### src/include/proc_cfg.svh
`ifndef PROC_CFG_SVH
`define PROC_CFG_SVH

// data path and instruction word width
`define PROC_DATA_W 16

// instruction memory size in words
`define PROC_IMEM_DEPTH 256

// data memory size in words
`define PROC_DMEM_DEPTH 256

// general register count
`define PROC_REG_CNT 8

`endif

### src/hw/isaPkg.sv
`default_nettype none

package isaPkg;

  // primary opcodes, bits 15..11
  // register ALU ops share the top bits so the low two bits pick the ALU op
  typedef enum logic [4:0] {
    OP_HALT = 5'b00000,
    OP_J    = 5'b00100,
    OP_ADDI = 5'b01000,
    OP_BEQZ = 5'b01100,
    OP_ST   = 5'b10000,
    OP_LD   = 5'b10001,
    OP_ADD  = 5'b11000,
    OP_SUB  = 5'b11001,
    OP_AND  = 5'b11010,
    OP_XOR  = 5'b11011
  } opcode_e;

  // low field holds rd in bits 4..2 or imm5
  typedef struct packed {
    opcode_e    opcode;
    logic [2:0] rs;
    logic [2:0] rt;
    logic [4:0] low;
  } instr_t;

  typedef enum logic [1:0] {
    ALU_ADD = 2'b00,
    ALU_SUB = 2'b01,
    ALU_AND = 2'b10,
    ALU_XOR = 2'b11
  } aluOp_e;

endpackage

`default_nettype wire

### src/hw/pipePkg.sv
`default_nettype none

`include "proc_cfg.svh"

package pipePkg;

  typedef logic [2:0] dest_t;

  typedef struct packed {
    logic           regWrite;
    logic           memRead;
    logic           memWrite;
    logic           isBranch;
    logic           isJump;
    logic           useImm;
    isaPkg::aluOp_e aluOp;
    logic           isHalt;
    logic           isErr;
  } ctrl_t;

  // pc is the fetch address plus one
  typedef struct packed {
    logic                    valid;
    logic [`PROC_DATA_W-1:0] pc;
    isaPkg::instr_t          instr;
  } ifId_t;

  typedef struct packed {
    logic                    valid;
    ctrl_t                   ctrl;
    logic [`PROC_DATA_W-1:0] pc;
    logic [`PROC_DATA_W-1:0] a;
    logic [`PROC_DATA_W-1:0] b;
    logic [`PROC_DATA_W-1:0] imm;
    dest_t                   dest;
  } idEx_t;

  typedef struct packed {
    logic                    valid;
    ctrl_t                   ctrl;
    logic [`PROC_DATA_W-1:0] result;
    logic [`PROC_DATA_W-1:0] storeData;
    dest_t                   dest;
  } exMem_t;

  typedef struct packed {
    logic                    valid;
    ctrl_t                   ctrl;
    logic [`PROC_DATA_W-1:0] result;
    logic [`PROC_DATA_W-1:0] loadData;
    dest_t                   dest;
  } memWb_t;

  // single cycle pulse from execute
  typedef struct packed {
    logic                    taken;
    logic [`PROC_DATA_W-1:0] target;
  } redirect_t;

  typedef struct packed {
    dest_t rs;
    dest_t rt;
    logic  useRs;
    logic  useRt;
  } srcUse_t;

  // writeback observation
  typedef struct packed {
    logic                    valid;
    dest_t                   regIdx;
    logic [`PROC_DATA_W-1:0] data;
  } regWrite_t;

  // store observation
  typedef struct packed {
    logic                    valid;
    logic [`PROC_DATA_W-1:0] addr;
    logic [`PROC_DATA_W-1:0] data;
  } memWrite_t;

endpackage

`default_nettype wire

### src/hw/executeStage.sv
`default_nettype none

`include "proc_cfg.svh"

module executeStage (
  input  logic               clk,
  input  logic               arstN,
  input  pipePkg::idEx_t     idEx,
  output pipePkg::exMem_t    exMem,
  output pipePkg::redirect_t redirect
);
  import isaPkg::*;

  logic [`PROC_DATA_W-1:0] opB;
  logic [`PROC_DATA_W-1:0] result;
  logic                    aIsZero;

  // second operand is the immediate for ADDI, LD and ST
  assign opB = idEx.ctrl.useImm ? idEx.imm : idEx.b;

  always_comb begin
    case (idEx.ctrl.aluOp)
      ALU_ADD: result = idEx.a + opB;
      ALU_SUB: result = idEx.a - opB;
      ALU_AND: result = idEx.a & opB;
      ALU_XOR: result = idEx.a ^ opB;
      default: result = '0;
    endcase
  end

  assign aIsZero = (idEx.a == '0);

  // displacement is relative to the next pc
  assign redirect.taken  = idEx.valid &
                           (idEx.ctrl.isJump | (idEx.ctrl.isBranch & aIsZero));
  assign redirect.target = idEx.pc + idEx.imm;

  always_ff @(posedge clk or negedge arstN) begin
    if (!arstN) begin
      exMem <= '0;
    end else begin
      exMem.valid     <= idEx.valid;
      exMem.ctrl      <= idEx.ctrl;
      exMem.result    <= result;
      exMem.storeData <= idEx.b;
      exMem.dest      <= idEx.dest;
    end
  end

endmodule

`default_nettype wire

### config.mk
export PLATFORM = sky130hd
export DESIGN_NAME = executeStage
export DESIGN_NICKNAME = d
export VERILOG_FILES = /design/src/hw/isaPkg.sv /design/src/hw/pipePkg.sv /design/src/hw/executeStage.sv
export VERILOG_INCLUDE_DIRS = /design/src /design/src/include
export SDC_FILE = /design/constraint.sdc
export NUM_CORES = 1
export LEC_CHECK = 0
export ABC_CLOCK_PERIOD_IN_PS = 4600
export BUFFER_PORTS_ARGS = -buffer_cell sky130_fd_sc_hd__buf_2
export CORE_MARGIN = 2
export CORE_UTILIZATION = 35
export CTS_CLUSTER_DIAMETER = 150
export DETAILED_ROUTE_END_ITERATION = 6
export PLACE_DENSITY = 0.58
export SKIP_CTS_REPAIR_TIMING = 1
export SKIP_LAST_GASP = 1
export SLEW_MARGIN = 0
export SYNTH_ARGS = -nofsm -noshare
export SYNTH_HDL_FRONTEND = slang
export SYNTH_SLANG_ARGS = --single-unit
### constraint.sdc
create_clock -name clk -period 4.6 [get_ports clk]
set_clock_uncertainty 0.2 [all_clocks]
set_input_delay 0.69 -clock clk [delete_from_list [all_inputs] [get_ports clk]]
set_output_delay 0.69 -clock clk [all_outputs]
set_load 0.01 [all_outputs]
After elaboration in Yosys (flattened, before gate mapping)
Index checks and enable logic that the tools add are counted.
- flip-flop bits (word level): 46
- memories: 0
- bits in writable memories: 0
- latch bits: 0
- ROM bits: 0
- equal/unequal tests: 3
- magnitude comparators: 0
- div/mod/pow operators: 0
- muxes and demuxes: 2
- shift-type cells: 0
- add/subtract/negate cells: 3
- multipliers: 0
- bitwise operators: 5
- reductions and logical operators: 2
- operators with widths (operator ; number):
    $pmux W16 S4 ; 1
    $add A16 B16 Y16 ; 2
    $and A16 B16 Y16 ; 1
    $logic_not A16 Y1 ; 1
    $mux W16 ; 1
    $sub A16 B16 Y16 ; 1
    $xor A16 B16 Y16 ; 1
    $eq A2 B2 Y1 const B ; 2
    $and A1 B1 Y1 ; 2
    $eq A2 B1 Y1 const B ; 1
    $logic_not A2 Y1 ; 1
    $or A1 B1 Y1 ; 1

Logic depth before layout (Yosys ltp)
- word-level depth: 4
- gate-level depth with buffers: 17
- mapped depth without buffers: 14

Worst setup path before layout
No wires, ideal clock.
- path kind: input to register
- start: input idEx[71] (netlist name)
- end: register exMem[31] (netlist name)
- data arrival time: 4.058 ns
- buffers on the path: 3
- setup slack: 0.210 ns
- setup time: 0.132 ns
- stages: 15
- cells stage by stage: buf_6 clkbuf_1 clkbuf_1 mux2i_1 ha_1 nor2_1 xnor2_1 ha_1 a21o_1 a21o_1 a2111oi_0 o21bai_1 o32ai_1 xor2_1 o21ai_1
- word-level cells in the longest chain between the ends: 3
- ends and longest elaborated chain (item ; RTL line ; text):
    start, declared ; executeStage.sv:8 ; input pipePkg::idEx_t idEx,
    $mux W16 * ; executeStage.sv:19 ; assign opB = idEx.ctrl.useImm ? idEx.imm : idEx.b;
    $sub A16 B16 Y16, or another cell as far along ; executeStage.sv:24 ; ALU_SUB: result = idEx.a - opB;
    $pmux W16 S4 * ; executeStage.sv:22 ; case (idEx.ctrl.aluOp)
    via result[12] ; executeStage.sv:15 ; logic [`PROC_DATA_W-1:0] result;
    end, declared ; executeStage.sv:9 ; output pipePkg::exMem_t exMem,
Mark *: on every way through the listed nets, which the timed path passes. The rest lies on a longest branch.

Final worst setup path
Ends and elaborated chain as after synthesis.

==> results by group <==
Status
  – Status: completed

GRT
  – Largest net degree at the start of global routing: 47
  – GRT Util Overall: 0.178
  – Initial antenna violation count: 0
  – First-pass GRT wire length: ~16,000 um
  – Grt ovf: 0
  – Vias in the first global route: between 3k and 4k

Worst setup path
  – Kind of critical path: in -> reg
  – Max FO, Critical Path: 13
  – CP required: about 4.6 ns
  – Startpoint Class: input port
  – Worst Path Arrival: around 4 ns
  – Crit path from: idEx[71]
  – Crit path capture: exMem[31]
  – CP Capture Type: flip-flop

Final layout
  – Syn-to-layout area delta: 25.6%
  – Ant. Diodes: 0
  – Largest regs: exMem: 46 flops
  – Most common cell after layout, fill and taps aside: buf_2
  – Share of cells above drive strength 1: 0.329
  – Reg with most FFs: exMem
  – Layout Cells excl Fill: between 600 and 700
  – Number of flip-flops in the largest register: 46
  – # fillers: 1,031
  – Nets@finish: 657
  – Sequential cell area: 0.00115 mm^2
  – Most frequent cells in the layout: buf_2 (142), ha_1 (47), dfrtp_1 (46), a21oi_1 (28)
  – Multi-input logic area: ~0.0024 mm^2

Synthesis
  – Post-synth ARST share: 1.00
  – Number of synthesized register bits: 46
  – Top FF cell, synth: dfrtp_1
  – YS warnings: 0
  – Avg Synthesized Cell Area: approximately 9.6 um^2
  – Yosys cell types: 48
  – Post-synth EDFFs: 0
  – Post-Syn Area: approximately 0.0037 mm^2
  – Syn_nets: approximately 510
  – Gate Count Post-Synth: between 300 and 400
  – Sequential share of the synthesized area: 0.310

Clock network
  – CTS tree: yes
  – CTS max path bufs: 2
  – CTS clock-pin slew for the worst setup and hold paths: around 0.09 ns
  – Clk sinks: 46
  – TritonCTS buffer count: 5
  – Clk root buf: clkbuf_8
  – H-Tree Depth: 2

Drt
  – Vias: 3,411
  – Total Routed Length: roughly 9900 um
  – Pre-antenna DRT Iters: 6
  – Post-route ant nets: 0
  – Remaining DRCs: 0
  – Vias/cell: ~5.1
  – Iter 0 DRT Violations: around 130
  – WL/cell: about 15 um

Placement
  – PortBufs: approximately 140
  – GP Congestion: between 0.8 and 0.9
  – Post-detail-place hpwl: between 8000 and 9000 um
  – Dpl cells: roughly 660

Timing
  – Max Slew Vio Count: 0
  – Slew margin rel.: 0.332
  – RSZ-0062 raised after global routing: false
  – Worst slew pin tran: between 1 and 1.5 ns
  – Final period utilization: 0.860
  – Highest clock rate: about 250 MHz
  – Final Hold Vio Count: 0
  – Final setup fails: 0
  – Post-route minimum period: 3.95 ns
  – Setup TNS: 0 ns

Floorplan
  – Die ar.: 0.0114 mm^2
  – Initial Util: 0.360
  – Number of core rows: 37
  – # IOs: approximately 140
  – DIE WIDTH: roughly 110 um
  – Die Y: between 100 and 150 um
  – Core ar.: about 0.010 mm^2

Pwr
  – Sw Share: 0.365
  – PwrDens: around 270 mW/mm^2
  – Switching pwr: between 0.4 and 0.5 mW
  – Combinational share of power: 0.446
  – Leakage: ~2.3 nW
  – Power Internal: slightly above 0.8 mW
  – Share of power burned in registers: 0.358
  – Clock power share: 0.196
  – Peak supply drop: 0.126 mV

Run
  – # Max-Cap Violations: 0

Worst hold path
  – Hold depth: 1
  – Min-delay worst type: in -> reg
synth_stat cells (5+ instances only):
cell	count	share of area
nor3_1	12	0.016
nand2_1	17	0.017
a21oi_1	28	0.038
o21a_1	7	0.014
nor2_1	20	0.020
inv_1	18	0.018
clkbuf_1	7	0.0071
ha_1	47	0.16
xor2_1	17	0.040
mux2_2	16	0.049
a21o_1	12	0.024
mux2i_1	11	0.030
o21ai_1	12	0.016
nor4_1	5	0.0084
nor2b_1	6	0.010
nand2b_1	11	0.019
o211ai_1	6	0.012
dfrtp_1	46	0.31
o21bai_1	5	0.010
xnor2_1	20	0.047
o21ai_0	14	0.019
layer usage:
metal | wire length (um) | track usage | vias to the layer above
met5 | 0 | 0 | -
met4 | 158 | 0.0408 | 0
met3 | 617 | 0.0340 | 14
met2 | 4550 | 0.301 | 117
met1 | 4600 | 0.234 | 1582
li1 | - | - | 1698
power groups by stage:
stage / Sequential (mW) / Combinational (mW) / Clock, mW
final: 0.457 / 0.568 / 0.250
after global routing: 0.462 / 0.638 / 0.285
after CTS: 0.458 / 0.573 / 0.262
after detailed placement: 0.465 / 0.569 / 0
after global placement: 0.466 / 0.566 / 0
after floorplan: 0.492 / 0.342 / 0
stage by stage:
stage	hold WS (ns)	power (mW)	cell area [um^2]	setup slack, ns	util
global route	0.267	1.38	4660	0.323	0.452
CTS	0.273	1.29	4660	0.722	0.452
finish	0.284	1.28	4660	0.646	0.452
floorplan	0.194	0.835	3710	0.210	-
detailed placement	0.600	1.03	4580	0.423	0.443
global placement	0.600	1.03	4580	0.485	0.443
cell families (layout without fill, tap and decap cells):
family | count (synthesis) | after routing | share of synthesized area
flip-flops | 46 | 46 | 0.310
AO/OA/AOI/OAI | 105 | 105 | 0.180
multiplexers | 29 | 29 | 0.0883
buffers and inverters | 28 | 172 | 0.0303
adder cells (fa/ha/maj) | 49 | 49 | 0.169
XOR/XNOR | 38 | 38 | 0.0937
AND/OR/NAND/NOR | 90 | 90 | 0.128
worst min path at each step:
stage | slack [ns] | endpoint | from
floorplan | 0.19 | exMem[0] | arstN
global placement | 0.60 | exMem[36] | idEx[68]
detailed placement | 0.60 | exMem[42] | idEx[74]
CTS | 0.27 | exMem[42] | idEx[74]
global route | 0.27 | exMem[42] | idEx[74]
finish | 0.28 | exMem[43] | idEx[75]
final cells by class:
type                       count  share of cell area
clock buffer                   6              0.0156
clock inverter                 2             0.00295
inverter                      18              0.0145
multi-input combinational    311               0.525
sequential                    46               0.247
tap                          136              0.0365
timing repair buffer         146               0.159
worst max-delay path, cell delays in order:
cell,delay (ns)
buf_2,0.25
mux2i_1,0.32
ha_1,0.26
nor2_1,0.08
xnor2_1,0.13
ha_1,0.33
a21o_1,0.20
a21o_1,0.21
a2111oi_0,0.69
o21bai_1,0.21
o32ai_1,0.32
xor2_1,0.18
o21ai_1,0.07
Power figures use the tool's default switching activity.
