<file path="src/include/proc_cfg.svh">
`ifndef PROC_CFG_SVH
`define PROC_CFG_SVH

// data path and instruction word width
`define PROC_DATA_W 16

// instruction memory size in words
`define PROC_IMEM_DEPTH 256

// data memory size in words
`define PROC_DMEM_DEPTH 256

// general register count
`define PROC_REG_CNT 8

`endif

</file>
<file path="src/hw/isaPkg.sv">
`default_nettype none

package isaPkg;

  // primary opcodes, bits 15..11
  // register ALU ops share the top bits so the low two bits pick the ALU op
  typedef enum logic [4:0] {
    OP_HALT = 5'b00000,
    OP_J    = 5'b00100,
    OP_ADDI = 5'b01000,
    OP_BEQZ = 5'b01100,
    OP_ST   = 5'b10000,
    OP_LD   = 5'b10001,
    OP_ADD  = 5'b11000,
    OP_SUB  = 5'b11001,
    OP_AND  = 5'b11010,
    OP_XOR  = 5'b11011
  } opcode_e;

  // low field holds rd in bits 4..2 or imm5
  typedef struct packed {
    opcode_e    opcode;
    logic [2:0] rs;
    logic [2:0] rt;
    logic [4:0] low;
  } instr_t;

  typedef enum logic [1:0] {
    ALU_ADD = 2'b00,
    ALU_SUB = 2'b01,
    ALU_AND = 2'b10,
    ALU_XOR = 2'b11
  } aluOp_e;

endpackage

`default_nettype wire

</file>
<file path="src/hw/pipePkg.sv">
`default_nettype none

`include "proc_cfg.svh"

package pipePkg;

  typedef logic [2:0] dest_t;

  typedef struct packed {
    logic           regWrite;
    logic           memRead;
    logic           memWrite;
    logic           isBranch;
    logic           isJump;
    logic           useImm;
    isaPkg::aluOp_e aluOp;
    logic           isHalt;
    logic           isErr;
  } ctrl_t;

  // pc is the fetch address plus one
  typedef struct packed {
    logic                    valid;
    logic [`PROC_DATA_W-1:0] pc;
    isaPkg::instr_t          instr;
  } ifId_t;

  typedef struct packed {
    logic                    valid;
    ctrl_t                   ctrl;
    logic [`PROC_DATA_W-1:0] pc;
    logic [`PROC_DATA_W-1:0] a;
    logic [`PROC_DATA_W-1:0] b;
    logic [`PROC_DATA_W-1:0] imm;
    dest_t                   dest;
  } idEx_t;

  typedef struct packed {
    logic                    valid;
    ctrl_t                   ctrl;
    logic [`PROC_DATA_W-1:0] result;
    logic [`PROC_DATA_W-1:0] storeData;
    dest_t                   dest;
  } exMem_t;

  typedef struct packed {
    logic                    valid;
    ctrl_t                   ctrl;
    logic [`PROC_DATA_W-1:0] result;
    logic [`PROC_DATA_W-1:0] loadData;
    dest_t                   dest;
  } memWb_t;

  // single cycle pulse from execute
  typedef struct packed {
    logic                    taken;
    logic [`PROC_DATA_W-1:0] target;
  } redirect_t;

  typedef struct packed {
    dest_t rs;
    dest_t rt;
    logic  useRs;
    logic  useRt;
  } srcUse_t;

  // writeback observation
  typedef struct packed {
    logic                    valid;
    dest_t                   regIdx;
    logic [`PROC_DATA_W-1:0] data;
  } regWrite_t;

  // store observation
  typedef struct packed {
    logic                    valid;
    logic [`PROC_DATA_W-1:0] addr;
    logic [`PROC_DATA_W-1:0] data;
  } memWrite_t;

endpackage

`default_nettype wire

</file>
<file path="src/hw/fetchStage.sv">
`default_nettype none

`include "proc_cfg.svh"

module fetchStage (
  input  logic                                 clk,
  input  logic                                 arstN,
  input  logic                                 imemWe,
  input  logic [$clog2(`PROC_IMEM_DEPTH)-1:0]  imemAddr,
  input  isaPkg::instr_t                       imemData,
  input  logic                                 stall,
  input  pipePkg::redirect_t                   redirect,
  input  logic                                 halted,
  output pipePkg::ifId_t                       ifId
);
  import isaPkg::*;

  localparam int imemAw = $clog2(`PROC_IMEM_DEPTH);

  instr_t                  imem [`PROC_IMEM_DEPTH];
  logic [`PROC_DATA_W-1:0] pc;
  logic [`PROC_DATA_W-1:0] pcNext;

  // program load port, only used while the core is in reset
  always_ff @(posedge clk) begin
    if (imemWe) begin
      imem[imemAddr] <= imemData;
    end
  end

  assign pcNext = pc + 1'b1;

  always_ff @(posedge clk or negedge arstN) begin
    if (!arstN) begin
      pc   <= '0;
      ifId <= '0;
    end else if (redirect.taken) begin
      // the word fetched this cycle is on the wrong path
      pc         <= redirect.target;
      ifId.valid <= 1'b0;
    end else if (!stall && !halted) begin
      pc         <= pcNext;
      ifId.valid <= 1'b1;
      ifId.pc    <= pcNext;
      ifId.instr <= imem[pc[imemAw-1:0]];
    end
  end

endmodule

`default_nettype wire

</file>
<file path="config.mk">
export PLATFORM = sky130hd
export DESIGN_NAME = fetchStage
export DESIGN_NICKNAME = d
export VERILOG_FILES = /design/src/hw/isaPkg.sv /design/src/hw/pipePkg.sv /design/src/hw/fetchStage.sv
export VERILOG_INCLUDE_DIRS = /design/src /design/src/include
export SDC_FILE = /design/constraint.sdc
export NUM_CORES = 2
export LEC_CHECK = 0
export ABC_CLOCK_PERIOD_IN_PS = 3500
export BUFFER_PORTS_ARGS = -buffer_cell sky130_fd_sc_hd__buf_2
export CORE_AREA = 3 3 521 523
export CTS_CLUSTER_DIAMETER = 60
export DETAILED_ROUTE_END_ITERATION = 10
export DIE_AREA = 0 0 524 526
export GPL_TIMING_DRIVEN = 0
export HOLD_SLACK_MARGIN = 0.02
export PLACE_DENSITY = 0.81
export SYNTH_ARGS = -nofsm -noshare
export SYNTH_HDL_FRONTEND = slang
export SYNTH_SLANG_ARGS = --single-unit
</file>
<file path="constraint.sdc">
create_clock -name clk -period 3.5 [get_ports clk]
set_clock_uncertainty 0.1 [all_clocks]
set_input_delay 0.875 -clock clk [delete_from_list [all_inputs] [get_ports clk]]
set_output_delay 0.875 -clock clk [all_outputs]
set_load 0.05 [all_outputs]
</file>
# Yosys cells after proc, flatten, opt, wreduce, memory -nomap -nowiden
# Memories as Yosys holds them, arrays and structs flattened.
# Index checks and enable logic that the tools add are counted.
totals:
  mem_bits_rw: 4096
  memories: 1
  elab_cells: 21
  out_inout_bits: 33
  regBits: 49
op_classes:
  n_bitwise: 1
  mux: 6
  n_addsub: 1
  n_reduce_logical: 5
mem_list:
  columns: ["memory", "words", "width", "rd", "rd_ports_with_merged_regs", "wr", "line_no", "source"]
  rows:
  - ["imem", 256, 16, 1, 0, 1, "fetchStage.sv:20", "instr_t imem [`PROC_IMEM_DEPTH];"]
ops:
  columns: ["op", "count"]
  rows:
  - ["$mux W33", 1]
  - ["$mux W16", 2]
  - ["$add A16 B1 Y16 const B", 1]
  - ["$mux W1", 3]
  - ["$logic_not A1 Y1", 2]
  - ["$reduce_and A2 Y1", 1]
  - ["$reduce_bool A2 Y1", 1]
  - ["$logic_and A1 B1 Y1", 1]
  - ["$not A1 Y1", 1]

# Longest topological paths before layout
logic_depth:
  ltp_word: 4
  ltp_mapped: 13
  depth_no_buf: 7

# Worst setup path after synthesis
# OpenSTA, ideal clock, no wires.
synth_timing:
  path_kind: "input to register"
  start: "input port imemAddr[3]"
  end: "memory imem[235][0] in the netlist's numbering (enable)"
  path_stages: 6
  path_slack_ns: 0.360
  n_path_buf: 3
  t_arrival_ns: 2.652
  path_cell_list: "clkbuf_1 nor2b_1 clkbuf_1 nand4_1 clkbuf_1 nor2_1"
synth_lines:
  columns: ["element", "line_no", "source"]
  rows:
  - ["start, declared", "fetchStage.sv:9", "input logic [$clog2(`PROC_IMEM_DEPTH)-1:0] imemAddr,"]
  - ["end, declared", "fetchStage.sv:20", null]
# No word-level cell before the write port.

# Worst setup path in the final report
layout_timing:
  start: "register pc[2]"
  end: "register ifId[2] in the netlist's numbering"
layout_via:
  elab_chain_cells: 1
layout_lines:
  columns: ["element", "line_no", "source"]
  rows:
  - ["start, declared", "fetchStage.sv:21", "logic [`PROC_DATA_W-1:0] pc;"]
  - ["start signal, assigned", "fetchStage.sv:39", "pc <= redirect.target;"]
  - ["start signal, assigned", "fetchStage.sv:42", "pc <= pcNext;"]
  - ["$mem_v2 Z256 W16", null, null]
  - ["end, declared", "fetchStage.sv:14", "output pipePkg::ifId_t ifId"]
# No other way between the ends.
# A chain may end at the register's enable or synchronous reset.

==> flow_summary.toml <==
[run_status]
status = "finished, violations left"
violations = "DRC, setup timing"

[worst_setup_path]
reg2reg_slack_ns = -0.38
required_ns = 4.27
crit_path_top_delay_cell = "o211ai_1"
arrival_ns = 4.65
crit_path_cell_trace = "buf_4 > buf_6 > and2_1 > buf_4 > buf_4 > a211oi_2 > o21ai_1 > o211ai_1 > and4bb_4 > o221ai_1"
path_max_fanout = 10
cp_common_cell = "buf_4"
crit_type = "reg -> reg"
cp-start-kind = "flip-flop"
cpPeakStageDelay_ns = 0.42
endpoint_kind = "flip-flop"

[cts]
cts_root_buffer = "clkbuf_16"
path_clk_slew_ns = 0.06
clockBufferDepth = 4
htree_levels = 5
cts.sinks = 4145
cts_tree = "done"
cts_buffers = 403
clock_latency_ns = 1.02

[power_and_ir_drop]
peakVddDrop_mv = 0.518
sw_frac_of_total_pct = 25.4
switchingPower_uw = 28700
leakagePower_uw = 0.0589
cellPowerDensity_nw_per_um2 = 603
seqPwrFrac_pct = 48.7
p_int_uw = 84200
pwr-share-clk_pct = 39.6
power_uw = 113000
p_comb_share_pct = 11.7

[global_routing]
grt_overflow = 0
antenna_found_initial = 38
grt_max_degree = 174
grt_pass1_vias = 89300
track_usage_pct = 39.0
grt_pass1_wl_um = 732000

[timing]
finalCritPeriodShare_pct = 111
grt_setup_unrepaired = "true"
period_minus_slack_ns = 3.88
slew_headroom_pct = 5.28
fmax_ghz = 0.258
hold_viol = 0
finalMaxSlewViolations = 0
setup_ws_ns = -0.381
tightest_slew_ns = 1.42
setup_viol = 75
tns_ns = -5.35

[drt]
dr_total_vias = 92100
vias_per_cell = 7.58
ant_nets = 0
wl_per_cell_um = 45.0
drt_wl_total_um = 547000
drc_errors = 1
dr.pass1.iters = 11
drtIter0Drc = 19200

[final_layout]
area_growth_pct = 17.3
nets = 8276
final_common_cell = "edfxtp_1"
layout_common_cells = "4096 x edfxtp_1, 924 x mux4_2, 411 x clkbuf_16, 300 x mux2i_1, 245 x nor2_2"
final_layout_size_suffix_gt1_share_pct = 32.9
final_util_pct = 70.1

[placement]
hpwl_um = 331000
gp_congestion = 1.01
port_buffers = 72

[floorplan]
initial_core_util_pct = 59.7
ios = 79
die_y_um = 526
die_area_um2 = 276000
fp.dieW_um = 524
rows = 190
core_um2 = 267000

[yosys]
synthTopCellsByArea = "edfxtp_1 77%, mux4_2 13%, mux2i_1 2.0%, nor2_1 0.92%, dfrtp_1 0.77%"
synth_nets = 7482
synth_edf_count = 4096
synth_top_area_share_pct = 77.0
synth-main-ff-cell = "edfxtp_1"
yosysSeqAreaShare_pct = 77.7
syn_area_um2 = 160000
synth_seq_cells = 4145
synth.distinct_cells = 67
ys_warn_count = 0
synth_top_area_cell = "edfxtp_1"
synthCells = 7435
ys_async_sr_fraction_pct = 1.18
synthesis.area_per_instance_um2 = 21.5

[min_path]
hold_class = "in -> reg"

[flow_run]
cap_violations = 0
## final cells by class
type	count	area [um2]
Sequential cell	4145	124000
Fill cell	14600	80100
Multi-Input combinational cell	2822	35600
Clock buffer	479	10500
Timing Repair Buffer	394	5520
Tap cell	3552	4440
Buffer	447	4160
Clock inverter	250	2850
Antenna cell	33	82.6
Inverter	16	60.1
## timing repair
| action | CTS | global route |
|---|---|---|
| setup buffers | 9 | 61 |
| pin swaps | 33 | 34 |
| gates resized for setup | 716 | 260 |
| gates cloned | 0 | 2 |
| hold buffers | 2 | 1 |
| setup endpoints to repair | 47 | 173 |
| hold endpoints to repair | 2 | 49 |
## cell usage after synthesis, drive strengths merged (49+ instances only)
cell    instances
nand3          81
a31oi          54
a22oi          53
nor2          395
o21ai         127
o22ai         155
a21oi          87
edfxtp       4096
buf           280
o221ai         80
mux4          924
clkbuf        172
mux2i         327
dfrtp          49
nand2         159
## stage by stage
step | instance area, um2 | setup WS [ns] | instances | hold WS [ns]
after detailed placement | 170000 | -2.36 | 11300 | 0.365
after floorplan | 160000 | 0.360 | 7435 | 0.453
after CTS | 186000 | -0.148 | 12000 | 0.0261
after global placement | 165000 | -2.47 | 11100 | 0.365
final | 187000 | -0.381 | 12100 | 0.0398
after global routing | 187000 | -0.230 | 12100 | 0.0537
## sequential cells by signal, indices dropped and copies added (netlist names)
| register | count |
|---|---|
| imem | 4096 |
| ifId | 33 |
| pc | 16 |
## worst max-delay path: cells and delay by family, from the launching register on
| family | cells | cell delay, ns |
|---|---|---|
| buf+inv | 4 | 1.42 |
| flops | 1 | 0.35 |
| compound gates | 4 | 1.14 |
| simple gates | 2 | 0.69 |
## power groups by stage
| stage | clock [uW] | combinational (uW) | sequential [uW] |
|---|---|---|---|
| 2_1_floorplan | 0 | 5650 | 56200 |
| 3_3_place_gp | 0 | 10500 | 56200 |
| 3_5_place_dp | 0 | 11000 | 56000 |
| 4_1_cts | 44100 | 12000 | 54900 |
| 5_1_grt | 46200 | 13100 | 54900 |
| 6_report | 44700 | 13200 | 55000 |
## cells by family after synthesis
family | after synthesis | share of synthesized area (%)
muxes | 1276 | 15.2
DFF | 4145 | 77.7
buffers and inverters | 468 | 1.59
adders and majority gates | 1 | 0.00783
and+or+nand+nor | 828 | 2.39
AOI/OAI and AO/OA | 688 | 2.86
xor gates and xnor gates | 29 | 0.159
## path summary, 6_finish.rpt
path,from,to,depth (start not counted)
max in group asynchronous,arstN,ifId[6],2
min in group asynchronous,arstN,ifId[32],2
worst min-delay path,redirect[12],pc[12],3
worst max-delay path,pc[2],ifId[2],10
worst min register to register,ifId[21],ifId[21],2
worst max register to register,pc[2],ifId[2],10
## metal layers
metal  wire length [um]  part of all wire (%)  global-route usage (%)  up-vias
met1             161000                    29                    47.7    46200
met4              52400                   9.6                    27.4       19
li1                   -                     -                       -    32900
met5                563                  0.10                    1.12        -
met3              91000                    17                    16.0     2562
met2             242000                    44                    56.8    10400
Power figures use the tool's default switching activity.
