`src/include/proc_cfg.svh`:
```
`ifndef PROC_CFG_SVH
`define PROC_CFG_SVH

// data path and instruction word width
`define PROC_DATA_W 16

// instruction memory size in words
`define PROC_IMEM_DEPTH 256

// data memory size in words
`define PROC_DMEM_DEPTH 256

// general register count
`define PROC_REG_CNT 8

`endif

```
`src/hw/isaPkg.sv`:
```
`default_nettype none

package isaPkg;

  // primary opcodes, bits 15..11
  // register ALU ops share the top bits so the low two bits pick the ALU op
  typedef enum logic [4:0] {
    OP_HALT = 5'b00000,
    OP_J    = 5'b00100,
    OP_ADDI = 5'b01000,
    OP_BEQZ = 5'b01100,
    OP_ST   = 5'b10000,
    OP_LD   = 5'b10001,
    OP_ADD  = 5'b11000,
    OP_SUB  = 5'b11001,
    OP_AND  = 5'b11010,
    OP_XOR  = 5'b11011
  } opcode_e;

  // low field holds rd in bits 4..2 or imm5
  typedef struct packed {
    opcode_e    opcode;
    logic [2:0] rs;
    logic [2:0] rt;
    logic [4:0] low;
  } instr_t;

  typedef enum logic [1:0] {
    ALU_ADD = 2'b00,
    ALU_SUB = 2'b01,
    ALU_AND = 2'b10,
    ALU_XOR = 2'b11
  } aluOp_e;

endpackage

`default_nettype wire

```
`src/hw/pipePkg.sv`:
```
`default_nettype none

`include "proc_cfg.svh"

package pipePkg;

  typedef logic [2:0] dest_t;

  typedef struct packed {
    logic           regWrite;
    logic           memRead;
    logic           memWrite;
    logic           isBranch;
    logic           isJump;
    logic           useImm;
    isaPkg::aluOp_e aluOp;
    logic           isHalt;
    logic           isErr;
  } ctrl_t;

  // pc is the fetch address plus one
  typedef struct packed {
    logic                    valid;
    logic [`PROC_DATA_W-1:0] pc;
    isaPkg::instr_t          instr;
  } ifId_t;

  typedef struct packed {
    logic                    valid;
    ctrl_t                   ctrl;
    logic [`PROC_DATA_W-1:0] pc;
    logic [`PROC_DATA_W-1:0] a;
    logic [`PROC_DATA_W-1:0] b;
    logic [`PROC_DATA_W-1:0] imm;
    dest_t                   dest;
  } idEx_t;

  typedef struct packed {
    logic                    valid;
    ctrl_t                   ctrl;
    logic [`PROC_DATA_W-1:0] result;
    logic [`PROC_DATA_W-1:0] storeData;
    dest_t                   dest;
  } exMem_t;

  typedef struct packed {
    logic                    valid;
    ctrl_t                   ctrl;
    logic [`PROC_DATA_W-1:0] result;
    logic [`PROC_DATA_W-1:0] loadData;
    dest_t                   dest;
  } memWb_t;

  // single cycle pulse from execute
  typedef struct packed {
    logic                    taken;
    logic [`PROC_DATA_W-1:0] target;
  } redirect_t;

  typedef struct packed {
    dest_t rs;
    dest_t rt;
    logic  useRs;
    logic  useRt;
  } srcUse_t;

  // writeback observation
  typedef struct packed {
    logic                    valid;
    dest_t                   regIdx;
    logic [`PROC_DATA_W-1:0] data;
  } regWrite_t;

  // store observation
  typedef struct packed {
    logic                    valid;
    logic [`PROC_DATA_W-1:0] addr;
    logic [`PROC_DATA_W-1:0] data;
  } memWrite_t;

endpackage

`default_nettype wire

```
`src/hw/hazardDetect.sv`:
```
`default_nettype none

module hazardDetect (
  input  pipePkg::srcUse_t srcUse,
  input  pipePkg::idEx_t   idEx,
  input  pipePkg::exMem_t  exMem,
  output logic             stall
);
  import pipePkg::*;

  logic exHit;
  logic memHit;

  // true when a used source reads register d
  function automatic logic readsReg(srcUse_t s, dest_t d);
    return (s.useRs && s.rs == d) || (s.useRt && s.rt == d);
  endfunction

  // producer still in execute
  assign exHit  = idEx.valid & idEx.ctrl.regWrite & readsReg(srcUse, idEx.dest);

  // producer in memory, register file catches it one cycle later
  assign memHit = exMem.valid & exMem.ctrl.regWrite & readsReg(srcUse, exMem.dest);

  assign stall = exHit | memHit;

endmodule

`default_nettype wire

```
`config.mk`:
```
export PLATFORM = sky130hd
export DESIGN_NAME = hazardDetect
export DESIGN_NICKNAME = d
export VERILOG_FILES = /design/src/hw/isaPkg.sv /design/src/hw/pipePkg.sv /design/src/hw/hazardDetect.sv
export VERILOG_INCLUDE_DIRS = /design/src /design/src/include
export SDC_FILE = /design/constraint.sdc
export NUM_CORES = 1
export LEC_CHECK = 0
export ABC_AREA = 1
export BUFFER_PORTS_ARGS = -buffer_cell sky130_fd_sc_hd__buf_4
export CORE_AREA = 2 2 51 53
export DETAILED_ROUTE_END_ITERATION = 6
export DIE_AREA = 0 0 53 55
export GPL_ROUTABILITY_DRIVEN = 0
export PLACE_DENSITY = 0.74
export SLEW_MARGIN = 20
export SYNTH_ARGS = -nofsm -noshare
export SYNTH_HDL_FRONTEND = slang
export SYNTH_SLANG_ARGS = --single-unit
```
`constraint.sdc`:
```
create_clock -name vclk -period 0.8
set_input_delay 0.08 -clock vclk [all_inputs]
set_output_delay 0.08 -clock vclk [all_outputs]
set_load 0.02 [all_outputs]
```
Word level (Yosys, flattened, before mapping)
Cells that the tools add are included.

Equality and inequality tests: 4. Bitwise operators: 5. Reductions and logical operators: 6.

Operators with widths (number): 3-bit equality test (4); 1-bit bitwise AND (4); 1-bit logical AND (4); 1-bit logical OR (2); 1-bit bitwise OR (1).

Register bits after elaboration: 0. Bits of input ports: 132. Output and inout bits: 1. Word-level logic and storage cells: 15.

Longest topological paths before layout
Gate-level depths: netlist of run 1.

Depth after elaboration: 5. Gate-level depth with buffers: 8. Gate-level depth less buffers: 8.

Worst setup path after synthesis of run 1
Ideal clock, no wire load.

Path type: input-to-output. Start: in idEx[2] (netlist name). End: out stall. Data arrival time: 573 ps. Required time: 720 ps. Setup slack: 147 ps. Stages on the path: 8. Buffers on the path: 0. Path through: inv_1 -> nand2_1 -> nand2_1 -> nor2_1 -> nand2_1 -> nand2_1 -> nand2_1 -> nand2_1.

Longest elaborated chain between the ends: 5. Elaborated cells on any way between the ends: 7. Classes of those cells: eq/ne (2); bitwise (2); reduce/logical (3).

Ends and longest elaborated chain: start, declared (RTL line hazardDetect.sv:5) `input pipePkg::idEx_t idEx,`; 3-bit equality test (RTL line hazardDetect.sv:16) `return (s.useRs && s.rs == d) || (s.useRt && s.rt == d);`; 1-bit logical AND (RTL line hazardDetect.sv:16); 1-bit logical OR * (RTL line hazardDetect.sv:16); 1-bit bitwise AND * (RTL line hazardDetect.sv:20) `assign exHit = idEx.valid & idEx.ctrl.regWrite & readsReg(srcUse, idEx.dest);`; 1-bit bitwise OR * (RTL line hazardDetect.sv:25) `assign stall = exHit | memHit;`; end, declared (RTL line hazardDetect.sv:7) `output logic stall`.

Mark *: on every way between the ends. The rest lies on a longest branch, timed or not.

Worst setup path after layout of run 1
Start: in exMem[0] (netlist name). End: out stall.

Longest elaborated chain between the ends: 5. Elaborated cells on any way between the ends: 7. Classes of those cells: eq/ne (2); bitwise (2); reduce/logical (3).

Ends and longest elaborated chain: start, declared (RTL line hazardDetect.sv:6) `input pipePkg::exMem_t exMem,`; 3-bit equality test (RTL line hazardDetect.sv:16); 1-bit logical AND (RTL line hazardDetect.sv:16); 1-bit logical OR * (RTL line hazardDetect.sv:16); 1-bit bitwise AND * (RTL line hazardDetect.sv:23) `assign memHit = exMem.valid & exMem.ctrl.regWrite & readsReg(srcUse, exMem.dest);`; 1-bit bitwise OR * (RTL line hazardDetect.sv:25).

Marked as above.

==> metrics.txt, run 1 <==
Max-slew headroom=93.21%; CP Cell Sequence=buf_8, inv_4, nand2_2, nand2_1, nor2_2, nand2_1, nand2_1, nand2_1, nand2_1, buf_6; final WL=765 um; Final Critical Period=0.8261 ns; Max Fclk=1211 MHz; leading area contributor after synthesis=nand2_1; Hold Buf Count CTS=0; Top delay family on crit path=simple AND/OR/NAND/NOR gates; CP bufs+invs=3; period utilization=103.3%; sequential fraction of the synthesis area=0%; power per cell area=447.2 nW/um^2; drt drc=0; worst path required time=0.72 ns; initial antenna violation count=0; HP Class=in2out; die area=2915 um^2; post-CTS setup buffers=0; register area=0 um^2; post-synthesis instance area=259.0 um^2; most frequent cells after synthesis=nand2_1, inv_1, nor2_1; outcome=finished with violations; top-count cell post-synth=nand2_1; Area contributors post-synth=nand2_1, inv_1, nor2_1; Mapped Cells=69; GR Overflow Total=0; RSZ-0062 raised after global routing=true; VDD IR max=0.1672 mV; Mapped Nets=201; DP HPWL=677.3 um; area grow syn2layout=94.20%; syn_area_per_cell=3.754 um^2; final net count=222; IO Count=133; Lkg Pwr=0.3244 nW; I/O Buffers=19; DP Area=439.2 um^2; max_cap viols=0; Die W=53 um; worst slack, placed=-0.06055 ns; library cells used by synthesis=3; Initial Util=10.95%; failing checks=negative setup slack; Iteration-0 DRC Markers=7; CP startpoint kind=primary input; global-route wire length before repair=1193 um; Ant. Diodes=0; Seq cells=0; crit path capture type=output pin; Syn. warnings=0; die height=55 um; Worst-Margin Slew=0.1015 ns; Worst Setup Path Type=in2out; CP Data Arrival Time=0.75 ns; final hold violation count=0; worst-path fanout max=3; vias in the first global route=314; crit-path max cell delay=0.11 ns; Final ANT Viol Nets=0; Fillers=289; drt pass-1 iters=4; wire length per cell=6.483 um; post-synth top area share=62.32%; row count=18; layout cells sized above 1=35.23%; Core Box Area=2365 um^2; clock buf count=0; vias per cell=3.364; GRT Resource Usage Total=5.290%; via count=397; Critical-path top delay cell=buf_6; Setup Viol. Count Final=1; CP most frequent cell=nand2_1; pin count of the biggest net entering global routing=5; fin area=503.0 um^2; Final WS setup=-0.02605 ns; max-slew violations=0
-- per-layer routing --
layer / vias up / share of wire, % / global-route usage [%]
met1: 154 / 42 / 7.051
met4: 0 / 0 / 0
li1: 233 / - / -
met3: 0 / 8.8 / 0.5376
met5: - / 0 / 0
met2: 10 / 49 / 9.792
-- worst paths after layout --
path	end	start	depth (start not counted)
worst max-delay path	stall	exMem[0]	10
worst min-delay path	stall	idEx[76]	6
-- metrics by stage --
stage          instances  utilization (%)  hold slack [ns]  total power, W  setup TNS (ns)
2_1_floorplan         69                -           0.3968      0.00008822               0
3_3_place_gp         118            18.57           0.5388       0.0001867        -0.05307
3_5_place_dp         118            18.57           0.5383       0.0001884        -0.06055
4_1_cts              118            19.95           0.5378       0.0002071        -0.04581
5_1_grt              118            21.27           0.5876       0.0002527         -0.1393
6_report             118            21.27           0.5309       0.0002249        -0.02605
-- where the power goes --
part / switching, W / leakage (nW) / internal [W]
clock: 0 / 0 / 0
sequential: 0 / 0 / 0
combinational: 0.0000997 / 0.324 / 0.000125
-- timing repair --
item | 4_1_cts | 5_1_grt
pin swaps | 16 | 18
hold endpoints to repair | 0 | 0
setup endpoints to repair | 1 | 1
gates resized for setup | 13 | 14
-- placed cells by master (no fill, tap or decap) --
cell type / instances
buf_8: 2
inv_1: 6
buf_6: 9
buf_4: 8
inv_2: 6
nand2_1: 40
nor2_2: 1
inv_4: 2
nor2_1: 11
nand2_2: 3
-- logic make-up (layout without fill, tap and decap cells) --
| kind of cell | Yosys count | in the layout | share of synthesized area [%] |
|---|---|---|---|
| buf+inv | 14 | 33 | 20.29 |
| simple gates | 55 | 55 | 79.71 |
-- area by class of cell --
type | count | area [um^2] | area share, %
Multi-Input combinational cell | 55 | 216.5 | 43.03
Timing Repair Buffer | 19 | 191.4 | 38.06
Tap cell | 30 | 37.54 | 7.463
Inverter | 14 | 57.56 | 11.44
No activity file was read; power rests on OpenSTA's default activity.
==> run 2: changes to the inputs <==
--- a/config.mk
+++ b/config.mk
@@ -12,7 +12,7 @@
 export DETAILED_ROUTE_END_ITERATION = 6
 export DIE_AREA = 0 0 53 55
 export GPL_ROUTABILITY_DRIVEN = 0
-export PLACE_DENSITY = 0.74
+export PLACE_DENSITY_LB_ADDON = 0.3
 export SLEW_MARGIN = 20
 export SYNTH_ARGS = -nofsm -noshare
 export SYNTH_HDL_FRONTEND = slang
==> run 2 against run 1 <==
Net effect:
- the flow still finishes with violations (negative setup slack)
- setup slack got worse by 0.0046 ns
- routed wire length grew 4.3%
- first-iteration DRC count grew 43%
- global-route usage up 0.46 points
- via count grew 2.0%
- flip-flop and latch count is the same
==> metrics.txt, run 2 (synthesis gave the netlist of run 1 again) <==
wire length per cell=6.763 um; Die W=53 um; DP HPWL=724.6 um; Final ANT Viol Nets=0; failing checks=negative setup slack; Combinational Power Share=100.0%; clock buf count=0; drt pass-1 iters=4; Seq cells=0; layout cells sized above 1=37.50%; die area=2915 um^2; worst path required time=0.72 ns; Fillers=282; Worst Setup Path Type=in2out; Iteration-0 DRC Markers=10; Min-Delay Endpoint=stall; GR Overflow Total=0; met3 Resource Use GR=0%; vias in the first global route=340; global-route wire length before repair=1304 um; crit path capture type=output pin; final WL=798 um; GR met1 Demand/Resource=8.013%; worst-path fanout max=3; I/O Buffers=19; commonest non-fill, non-tap cell in the layout=nand2_1; Ant. Diodes=0; CP Data Arrival Time=0.75 ns; total chip power=0.0002249 W; GRT Resource Usage Total=5.745%; via count=405; fin area=500.5 um^2; power per cell area=449.3 nW/um^2; fin cells=118; met2 Use GR=10.63%; vias per cell=3.432; Top Usage Layer GRT=met2; switching fraction of total power=44.29%; final hold violation count=0; VDD IR max=0.1334 mV; Cell Int Power=0.0001253 W; Lkg Pwr=0.3227 nW; Max Fclk=1204 MHz; HP Start=exMem[44]; net load switching power=0.00009959 W; IO Count=133; pin count of the biggest net entering global routing=5; Worst-Margin Slew=0.1140 ns; HP Class=in2out; DP Area=439.2 um^2; hold depth=6; Core Box Area=2365 um^2; CP startpoint kind=primary input; row count=18; Max-slew headroom=92.37%; Final Critical Period=0.8306 ns; Setup Viol. Count Final=1; commonest cells after routing, fill and taps aside=nand2_1, nor2_1, inv_2, buf_4, buf_6; initial antenna violation count=0; max_cap viols=0; period utilization=103.8%; Initial Util=10.95%; drt drc=0; final net count=222; outcome=finished with violations; RSZ-0062 raised after global routing=true; max-slew violations=0; Final WS setup=-0.03063 ns; Clk pwr share=0%; register area=0 um^2; area grow syn2layout=93.24%; sequential share of power=0%; placed cell count=118; die height=55 um; post-CTS setup buffers=0
-- run 2: per-stage QoR --
stage	setup WS [ns]	TNS [ns]	hold WS, ns	util [%]
floorplan	0.1472	0	0.3968	-
global placement	-0.05407	-0.05407	0.5357	18.57
detailed placement	-0.06138	-0.06138	0.5514	18.57
CTS	-0.03988	-0.03988	0.5447	20.69
global route	-0.1347	-0.1347	0.5831	21.16
finish	-0.03063	-0.03063	0.5418	21.16
-- run 2: worst max path at each step --
stage          startpoint     to  slack (ns)  depth (start not counted)
2_1_floorplan     idEx[2]  stall        0.15                          8
3_3_place_gp     exMem[0]  stall       -0.05                         10
3_5_place_dp    srcUse[5]  stall       -0.06                         10
4_1_cts         srcUse[5]  stall       -0.04                         10
5_1_grt         srcUse[5]  stall       -0.13                          9
6_report          idEx[0]  stall       -0.03                          9
-- run 2: power groups by stage --
| stage | Clock, W | Combinational, W | Sequential (W) |
|---|---|---|---|
| floorplan | 0 | 0.0000882 | 0 |
| detailed placement | 0 | 0.000191 | 0 |
| global route | 0 | 0.000257 | 0 |
| global placement | 0 | 0.000189 | 0 |
| CTS | 0 | 0.000222 | 0 |
| finish | 0 | 0.000225 | 0 |
-- run 2: routing by layer --
layer / wire, um / share of wire, %
met2: 385 / 48
met1: 367 / 46
met4: 0 / 0
met3: 45 / 5.6
met5: 0 / 0
-- run 2: final cells by class --
type	count	area, um^2	area share, %
inverter	14	55.05	11.00
timing repair buffer	19	191.4	38.25
multi-input combinational	55	216.5	43.25
tap	30	37.54	7.500
-- run 2: timing repair --
action,CTS,global route
hold buffers,0,0
pin swaps,25,9
cloned,0,0
gates resized for setup,23,5
endpoints found under the hold margin,0,0
endpoints found under the setup margin,1,1
-- run 2: worst max-delay path, stage by stage --
cell and delay, ns:
buf_4 0.12, nand2_1 0.06, nand2_1 0.06, nor2_1 0.09, nand2_1 0.06, nand2_1 0.05, nand2_1 0.04, nand2_1 0.07
buf_6 0.11
