==> config.mk <==
export PLATFORM = sky130hd
export DESIGN_NAME = decodeStage
export DESIGN_NICKNAME = d
export VERILOG_FILES = /design/src/hw/isaPkg.sv /design/src/hw/pipePkg.sv /design/src/hw/decodeStage.sv
export VERILOG_INCLUDE_DIRS = /design/src /design/src/include
export SDC_FILE = /design/constraint.sdc
export NUM_CORES = 1
export LEC_CHECK = 0
export BUFFER_PORTS_ARGS = -buffer_cell sky130_fd_sc_hd__buf_2
export CAP_MARGIN = 25
export CORE_ASPECT_RATIO = 1.1
export CORE_UTILIZATION = 45
export DETAILED_ROUTE_END_ITERATION = 10
export PLACE_DENSITY = 0.7
export REMOVE_ABC_BUFFERS = 1
export SYNTH_ARGS = -nofsm -noshare
export SYNTH_HDL_FRONTEND = slang
export SYNTH_SLANG_ARGS = --single-unit
==> constraint.sdc <==
create_clock -name clk -period 1.5 [get_ports clk]
set_input_delay 0.15 -clock clk [delete_from_list [all_inputs] [get_ports clk]]
set_output_delay 0.15 -clock clk [all_outputs]
set_load 0.01 [all_outputs]
==> src/include/proc_cfg.svh <==
`ifndef PROC_CFG_SVH
`define PROC_CFG_SVH

// data path and instruction word width
`define PROC_DATA_W 16

// instruction memory size in words
`define PROC_IMEM_DEPTH 256

// data memory size in words
`define PROC_DMEM_DEPTH 256

// general register count
`define PROC_REG_CNT 8

`endif

==> src/hw/isaPkg.sv <==
`default_nettype none

package isaPkg;

  // primary opcodes, bits 15..11
  // register ALU ops share the top bits so the low two bits pick the ALU op
  typedef enum logic [4:0] {
    OP_HALT = 5'b00000,
    OP_J    = 5'b00100,
    OP_ADDI = 5'b01000,
    OP_BEQZ = 5'b01100,
    OP_ST   = 5'b10000,
    OP_LD   = 5'b10001,
    OP_ADD  = 5'b11000,
    OP_SUB  = 5'b11001,
    OP_AND  = 5'b11010,
    OP_XOR  = 5'b11011
  } opcode_e;

  // low field holds rd in bits 4..2 or imm5
  typedef struct packed {
    opcode_e    opcode;
    logic [2:0] rs;
    logic [2:0] rt;
    logic [4:0] low;
  } instr_t;

  typedef enum logic [1:0] {
    ALU_ADD = 2'b00,
    ALU_SUB = 2'b01,
    ALU_AND = 2'b10,
    ALU_XOR = 2'b11
  } aluOp_e;

endpackage

`default_nettype wire

==> src/hw/pipePkg.sv <==
`default_nettype none

`include "proc_cfg.svh"

package pipePkg;

  typedef logic [2:0] dest_t;

  typedef struct packed {
    logic           regWrite;
    logic           memRead;
    logic           memWrite;
    logic           isBranch;
    logic           isJump;
    logic           useImm;
    isaPkg::aluOp_e aluOp;
    logic           isHalt;
    logic           isErr;
  } ctrl_t;

  // pc is the fetch address plus one
  typedef struct packed {
    logic                    valid;
    logic [`PROC_DATA_W-1:0] pc;
    isaPkg::instr_t          instr;
  } ifId_t;

  typedef struct packed {
    logic                    valid;
    ctrl_t                   ctrl;
    logic [`PROC_DATA_W-1:0] pc;
    logic [`PROC_DATA_W-1:0] a;
    logic [`PROC_DATA_W-1:0] b;
    logic [`PROC_DATA_W-1:0] imm;
    dest_t                   dest;
  } idEx_t;

  typedef struct packed {
    logic                    valid;
    ctrl_t                   ctrl;
    logic [`PROC_DATA_W-1:0] result;
    logic [`PROC_DATA_W-1:0] storeData;
    dest_t                   dest;
  } exMem_t;

  typedef struct packed {
    logic                    valid;
    ctrl_t                   ctrl;
    logic [`PROC_DATA_W-1:0] result;
    logic [`PROC_DATA_W-1:0] loadData;
    dest_t                   dest;
  } memWb_t;

  // single cycle pulse from execute
  typedef struct packed {
    logic                    taken;
    logic [`PROC_DATA_W-1:0] target;
  } redirect_t;

  typedef struct packed {
    dest_t rs;
    dest_t rt;
    logic  useRs;
    logic  useRt;
  } srcUse_t;

  // writeback observation
  typedef struct packed {
    logic                    valid;
    dest_t                   regIdx;
    logic [`PROC_DATA_W-1:0] data;
  } regWrite_t;

  // store observation
  typedef struct packed {
    logic                    valid;
    logic [`PROC_DATA_W-1:0] addr;
    logic [`PROC_DATA_W-1:0] data;
  } memWrite_t;

endpackage

`default_nettype wire

==> src/hw/decodeStage.sv <==
`default_nettype none

`include "proc_cfg.svh"

module decodeStage (
  input  logic                clk,
  input  logic                arstN,
  input  pipePkg::ifId_t      ifId,
  input  pipePkg::memWb_t     memWb,
  input  logic                stall,
  input  pipePkg::redirect_t  redirect,
  output pipePkg::idEx_t      idEx,
  output pipePkg::srcUse_t    srcUse,
  output pipePkg::regWrite_t  wbOut,
  output logic                halted,
  output logic                err
);
  import isaPkg::*;
  import pipePkg::*;

  instr_t                  instr;
  ctrl_t                   ctrl;
  dest_t                   dest;
  logic [`PROC_DATA_W-1:0] imm;
  logic                    useRs;
  logic                    useRt;
  logic [`PROC_DATA_W-1:0] regs [`PROC_REG_CNT];
  logic [`PROC_DATA_W-1:0] wbData;
  logic [`PROC_DATA_W-1:0] rdA;
  logic [`PROC_DATA_W-1:0] rdB;
  logic                    issue;
  logic                    haltIssued;
  logic                    haltSeen;
  logic                    errSeen;
  logic                    wbHalt;

  assign instr = ifId.instr;

  always_comb begin
    ctrl  = '0;
    imm   = '0;
    dest  = instr.low[4:2];
    useRs = 1'b0;
    useRt = 1'b0;
    case (instr.opcode)
      OP_ADD, OP_SUB, OP_AND, OP_XOR: begin
        ctrl.regWrite = 1'b1;
        // low opcode bits line up with the ALU op encoding
        ctrl.aluOp    = aluOp_e'(instr.opcode[1:0]);
        useRs         = 1'b1;
        useRt         = 1'b1;
      end
      OP_ADDI, OP_LD: begin
        ctrl.regWrite = 1'b1;
        ctrl.memRead  = (instr.opcode == OP_LD);
        ctrl.useImm   = 1'b1;
        imm           = {{11{instr.low[4]}}, instr.low};
        dest          = instr.rt;
        useRs         = 1'b1;
      end
      OP_ST: begin
        ctrl.memWrite = 1'b1;
        ctrl.useImm   = 1'b1;
        imm           = {{11{instr.low[4]}}, instr.low};
        useRs         = 1'b1;
        useRt         = 1'b1;
      end
      OP_BEQZ: begin
        ctrl.isBranch = 1'b1;
        imm           = {{8{instr.rt[2]}}, instr.rt, instr.low};
        useRs         = 1'b1;
      end
      OP_J: begin
        ctrl.isJump = 1'b1;
        imm         = {{5{instr.rs[2]}}, instr.rs, instr.rt, instr.low};
      end
      OP_HALT: ctrl.isHalt = 1'b1;
      default: ctrl.isErr = 1'b1;
    endcase
  end

  assign srcUse.rs    = instr.rs;
  assign srcUse.rt    = instr.rt;
  assign srcUse.useRs = ifId.valid & useRs;
  assign srcUse.useRt = ifId.valid & useRt;

  // writeback select and observation
  assign wbData       = memWb.ctrl.memRead ? memWb.loadData : memWb.result;
  assign wbOut.valid  = memWb.valid & memWb.ctrl.regWrite;
  assign wbOut.regIdx = memWb.dest;
  assign wbOut.data   = wbData;

  always_ff @(posedge clk or negedge arstN) begin
    if (!arstN) begin
      for (int i = 0; i < `PROC_REG_CNT; i++) begin
        regs[i] <= '0;
      end
    end else if (wbOut.valid) begin
      regs[wbOut.regIdx] <= wbData;
    end
  end

  // write before read in the same cycle
  assign rdA = (wbOut.valid && wbOut.regIdx == instr.rs) ? wbData : regs[instr.rs];
  assign rdB = (wbOut.valid && wbOut.regIdx == instr.rt) ? wbData : regs[instr.rt];

  // nothing younger than an issued halt enters execute
  assign issue = ifId.valid & ~stall & ~redirect.taken & ~haltIssued;

  always_ff @(posedge clk or negedge arstN) begin
    if (!arstN) begin
      idEx       <= '0;
      haltIssued <= 1'b0;
    end else begin
      idEx.valid <= issue;
      idEx.ctrl  <= issue ? ctrl : '0;
      idEx.pc    <= ifId.pc;
      idEx.a     <= rdA;
      idEx.b     <= rdB;
      idEx.imm   <= imm;
      idEx.dest  <= dest;
      if (issue && (ctrl.isHalt || ctrl.isErr)) begin
        haltIssued <= 1'b1;
      end
    end
  end

  assign wbHalt = memWb.valid & (memWb.ctrl.isHalt | memWb.ctrl.isErr);

  // sticky halt and error status
  always_ff @(posedge clk or negedge arstN) begin
    if (!arstN) begin
      haltSeen <= 1'b0;
      errSeen  <= 1'b0;
    end else begin
      if (wbHalt) begin
        haltSeen <= 1'b1;
      end
      if (memWb.valid && memWb.ctrl.isErr) begin
        errSeen <= 1'b1;
      end
    end
  end

  assign halted = haltSeen | wbHalt;
  assign err    = errSeen | (memWb.valid & memWb.ctrl.isErr);

endmodule

`default_nettype wire

# After elaboration in Yosys (flattened, before gate mapping)
# Cells that the tools add are included.
[op_classes]
magnitude_cmp = 4
n_eq_ne = 11
mux = 26
bitwise_logic = 17
reduce_logical = 14
[ops]
columns = ["op", "count"]
rows = [
  ["128-bit bitwise mux", 1],
  ["16-bit two-way mux", 8],
  ["16-bit binary-select mux with 3-bit select", 2],
  ["16-bit demux with 3-bit select", 1],
  ["16-bit one-hot mux with 3 select lines", 1],
  ["5-bit == test (second input constant)", 6],
  ["4-bit greater-or-equal comparator (second input constant)", 3],
  ["3-bit NOT with 4-bit output", 3],
  ["5-bit by 4-bit == test with 1-bit output (second input constant)", 2],
  ["1-bit two-way mux", 10],
  ["10-bit two-way mux", 1],
  ["10-bit OR reduction", 1],
  ["1-bit bitwise AND", 8],
  ["8-bit OR reduction", 1],
  ["3-bit == test", 2],
  ["6-bit OR reduction", 1],
  ["5-bit by 3-bit == test with 1-bit output (second input constant)", 1],
  ["1-bit logical AND", 5],
  ["5-bit logical NOT", 1],
  ["5-bit OR reduction", 1],
  ["4-bit by 1-bit < comparator with 1-bit output (second input constant)", 1],
  ["4-bit OR reduction", 1],
  ["3-bit two-way mux", 1],
  ["1-bit NOT", 3],
  ["5 further kinds", 7],
]
[totals]
register_bits = 209
input_bits = 99
out_inout_bits = 108

# Logic depth before layout (Yosys ltp)
[depth]
depth_word = 6
mapped_depth = 6
mapped_depth_nobuf = 3

# Worst setup path before layout
# No wires, ideal clock.
[synth_timing]
path_kind = "input to register"
from = "input ifId[9] in the netlist's numbering"
to = "register idEx[45] in the netlist's numbering"
t_arrival_ps = 1550
t_required_ps = 1375
setup_slack_ps = -175
stages = 5
n_path_buf = 2
cell_sequence = "clkbuf_1 > buf_1 > mux4_2 > mux2_2 > mux2_2"
[synth_via]
elab_chain_cells = 5
word_cells_on_any_way = 7
classes_between = "eq/ne: 1; mux: 4; bitwise: 1; reduce/logical: 1"
[synth_rtl]
columns = ["element", "line", "text"]
rows = [
  ["start, declared", "decodeStage.sv:8", "input pipePkg::ifId_t ifId,"],
  ["3-bit NOT with 4-bit output (not written as such)", "decodeStage.sv:104", "assign rdA = (wbOut.valid && wbOut.regIdx == instr.rs) ? wbData : regs[instr.rs];"],
  ["16-bit binary-select mux with 3-bit select", "decodeStage.sv:104", ""],
  ["16-bit two-way mux (not written as such) (2 in series)", "decodeStage.sv:104", ""],
  ["16-bit two-way mux (*)", "decodeStage.sv:104", ""],
  ["named net rdA[10]", "decodeStage.sv:29", "logic [`PROC_DATA_W-1:0] rdA;"],
  ["end, declared", "decodeStage.sv:12", "output pipePkg::idEx_t idEx,"],
]
# The timed path passes the listed nets; every way through them passes the cells marked *. The select of a mux whose other input is x is not followed.
# A chain may end at the register's enable or synchronous reset.

# Worst setup path after layout
[layout_timing]
from = "register regs[44] in the netlist's numbering"
to = "register idEx[31] in the netlist's numbering"
[layout_via]
elab_chain_cells = 4
[layout_rtl]
columns = ["element", "line", "text"]
rows = [
  ["start, declared", "decodeStage.sv:27", "logic [`PROC_DATA_W-1:0] regs [`PROC_REG_CNT];"],
  ["start signal, assigned by index", "decodeStage.sv:99", "regs[wbOut.regIdx] <= wbData;"],
  ["16-bit binary-select mux with 3-bit select", "decodeStage.sv:105", "assign rdB = (wbOut.valid && wbOut.regIdx == instr.rt) ? wbData : regs[instr.rt];"],
  ["16-bit two-way mux (not written as such) (2 in series)", "decodeStage.sv:105", ""],
  ["16-bit two-way mux", "decodeStage.sv:105", ""],
  ["named net rdB[12]", "decodeStage.sv:30", "logic [`PROC_DATA_W-1:0] rdB;"],
]
# The timed path passes the listed nets, and every way through them passes these cells. The select of a mux whose other input is x is not followed.

==> out/results.ini <==
[floorplan]
core_area_sq_mm=0.0216
die_h_um=159
row_count=56
fp.dieArea_sq_mm=0.0229
floorplan.initialDensity=0.466
die_w_um=144
ioPinCount=207

[run_status]
outcome=finished, violations left
failed_checks=negative setup slack

[min_path]
hold_class=in -> reg

[grt]
antenna_found_initial=0
global_route.overflow_total=0
largest_net_degree_at_the_start_of_global_routing=60
grt_first_pass_wirelength_mm=40.7
grt_pass1_vias=7253
overall_global_routing_resource_usage=0.234

[clock_tree]
cts_root_buffer=sky130_fd_sc_hd__clkbuf_16
clock_tree.buffer_depth=3
clock_tree_from_tritoncts=yes
num_cts_buffers=23
htree_num_levels=1
clkLatencyLatePin_ns=0.51
clock_sink_count=204
cts.reportedPaths.clkPinSlew_ns=0.06

[setup_path]
worst-path-max-fanout=3
critical_path_class=reg -> reg
critPathCaptureType=flop
cp.required_ns=1.88
cpPeakStageDelay_ns=0.49
start_kind=flop
worst-endpoint-arrival_ns=1.96
timing.critical_path.cells=mux4_2, mux2_4, mux2_2
critical_path.slowest_cell=sky130_fd_sc_hd__mux4_2

[finish]
drive_gt1_frac=0.654
fin_nets=978
area_growth_pct=28.7
fin_cells=1184
utilization=0.599
num_antenna_cells=0
num-fill-cells=1668

[synth]
netlist_top_cells_count=sky130_fd_sc_hd__dfrtp_1, sky130_fd_sc_hd__mux2_2, sky130_fd_sc_hd__mux4_1, sky130_fd_sc_hd__mux4_2, sky130_fd_sc_hd__buf_2
count_of_cell_types_in_the_netlist=38
seq_area_frac_synth=0.508
synth_edf_count=0
ys.warnings.count=0
synth_top_flop_cell=sky130_fd_sc_hd__dfrtp_1
fraction_of_registers_with_async_set_reset=1.00
syn_area_sq_mm=0.0101
synth_top_cell_by_area=sky130_fd_sc_hd__dfrtp_1
yosysMostFrequentCell=sky130_fd_sc_hd__dfrtp_1
ys_ff_latch=204
per_instance_average_area_after_synthesis_sq_um=16.0
ys_top_cells_by_area=sky130_fd_sc_hd__dfrtp_1, sky130_fd_sc_hd__mux2_2, sky130_fd_sc_hd__mux4_1
synth_top_area_share=0.508
post_synthesis_instance_total=629

[sta]
worst_pin_slew_ns=0.577
finalWorstSetupSlack_ns=-0.0725
finalHoldViolations=0
grt_setup_unrepaired=yes
report.final.slew_viol_count=0
final_worst_path_cycle_share=1.05
report.final.setup_viol=32
slew_headroom=0.611
clock-skew-final_ns=0.0168
setup_tns_ns=-0.879
achievable-frequency_mhz=636
final_period_minus_worst_setup_slack_ns=1.57

[placed_design]
detailed_place_hpwl_mm=17.5
port_buffers=184
preCtsSetupSlack_ns=-0.354
placed_cells=1092
gp_routability_congestion=0.815

[power_and_ir_drop]
cellPowerDensity_mw_per_mm2=1330
power.static_leakage_nw=6.01
p_seq_frac=0.441
p_int_mw=12.6
totalPowerFinal_mw=17.2
netSwitchingFraction=0.266
power.ir.vdd_worst_uv=777
power_dissipated_by_switching_net_loads_mw=4.57
pwr-share-comb=0.252
power.clock.fraction=0.307

[detailed_routing]
wire_per_inst_um=21.8
postRouteWirelength_mm=25.8
drt-vias-per-instance=5.52
via_count=6541
antenna_violating_nets_post_route=0
route.detailed.drc=0
detailedRoute.firstPassIterationCount=4
drt_iter0_markers=373

[flow_run]
number_of_max_cap_violations=0

[worst max-delay path, delay by kind of cell, from the launching register on]
kind	cells	cell delay [ns]
flip-flops	1	0.40
multiplexers	3	1.04
[registers in the layout, indices dropped and copies added, names as in the netlist]
register and count:
regs 128, idEx 73, errSeen 1, haltIssued 1, haltSeen 1
[layer usage]
metal | vias to the layer above | part of all wire | GRT usage
met4 | 0 | 0.026 | 0.0679
met3 | 45 | 0.059 | 0.0392
met1 | 3396 | 0.41 | 0.299
met2 | 274 | 0.51 | 0.402
li1 | 2826 | - | -
met5 | - | 0 | 0.00229
[kinds of logic after synthesis]
kind of cell    Yosys count  share of synthesized area
mux                     280                      0.400
simple gates             51                     0.0344
compound gates           14                    0.00871
flops                   204                      0.508
xor+xnor                  6                    0.00523
buf+inv                  74                     0.0433
[power by group through the flow]
stage / logic, mW / clock network [mW] / registers, mW
4_1_cts: 4.18 / 5.38 / 7.56
5_1_grt: 4.64 / 5.63 / 7.71
3_5_place_dp: 3.82 / 0 / 7.60
6_report: 4.33 / 5.28 / 7.57
2_1_floorplan: 2.33 / 0 / 7.44
3_3_place_gp: 3.66 / 0 / 7.50
[layout make-up]
| cell class | instances | area (sq um) | share of cell area |
|---|---|---|---|
| Sequential cell | 204 | 5100 | 0.395 |
| Multi-Input combinational cell | 351 | 4600 | 0.356 |
| Timing Repair Buffer | 295 | 2130 | 0.165 |
| Clock buffer | 33 | 673 | 0.0521 |
| Tap cell | 290 | 363 | 0.0281 |
| Clock inverter | 7 | 41.3 | 0.00319 |
| Inverter | 4 | 15.0 | 0.00116 |
[through the flow]
step | cell area (sq um) | hold WS [ns]
6_report | 12900 | 0.0462
5_1_grt | 12900 | 0.0516
4_1_cts | 12800 | 0.0123
3_5_place_dp | 11700 | 0.193
3_3_place_gp | 11700 | 0.184
2_1_floorplan | 9630 | -0.146
[repair_timing]
| item | in CTS | in global routing |
|---|---|---|
| endpoints found under the setup margin | 42 | 36 |
| hold buffers | 33 | 0 |
| gates cloned | 0 | 0 |
| gates resized for setup | 58 | 20 |
| endpoints found under the hold margin | 84 | 0 |
| setup buffers | 10 | 9 |
[layout by cell type, fill, tap and decap left out, types with 3 or more instances in the layout]
cell,instances
sky130_fd_sc_hd__mux2_2,159
sky130_fd_sc_hd__nor3b_1,6
sky130_fd_sc_hd__clkbuf_16,23
sky130_fd_sc_hd__buf_4,55
sky130_fd_sc_hd__and3_1,3
sky130_fd_sc_hd__clkbuf_8,7
sky130_fd_sc_hd__clkbuf_1,4
sky130_fd_sc_hd__o21ai_0,6
sky130_fd_sc_hd__mux2_4,52
sky130_fd_sc_hd__inv_1,4
sky130_fd_sc_hd__nand2_1,8
sky130_fd_sc_hd__nor3_1,3
sky130_fd_sc_hd__xor2_1,6
sky130_fd_sc_hd__dlygate4sd3_1,33
sky130_fd_sc_hd__buf_12,23
sky130_fd_sc_hd__buf_2,183
sky130_fd_sc_hd__nor2_2,3
sky130_fd_sc_hd__dfrtp_1,204
sky130_fd_sc_hd__mux2i_1,5
sky130_fd_sc_hd__clkinv_2,5
sky130_fd_sc_hd__nand2b_1,4
sky130_fd_sc_hd__nor3_4,3
sky130_fd_sc_hd__nor2_1,5
sky130_fd_sc_hd__mux4_2,63
[path summary, 6_finish.rpt]
kind                           from        to  slack [ns]  depth (start not counted)
setup reg to reg           regs[44]  idEx[31]       -0.07                          3
hold reg to reg            haltSeen  haltSeen        0.47                          1
max in group asynchronous     arstN  idEx[62]        0.71                          3
hold / removal             ifId[14]  idEx[74]        0.05                          3
setup / recovery           regs[44]  idEx[31]       -0.07                          3
min in group asynchronous     arstN  idEx[23]        0.22                          2
No activity file was read; power rests on OpenSTA's default activity.
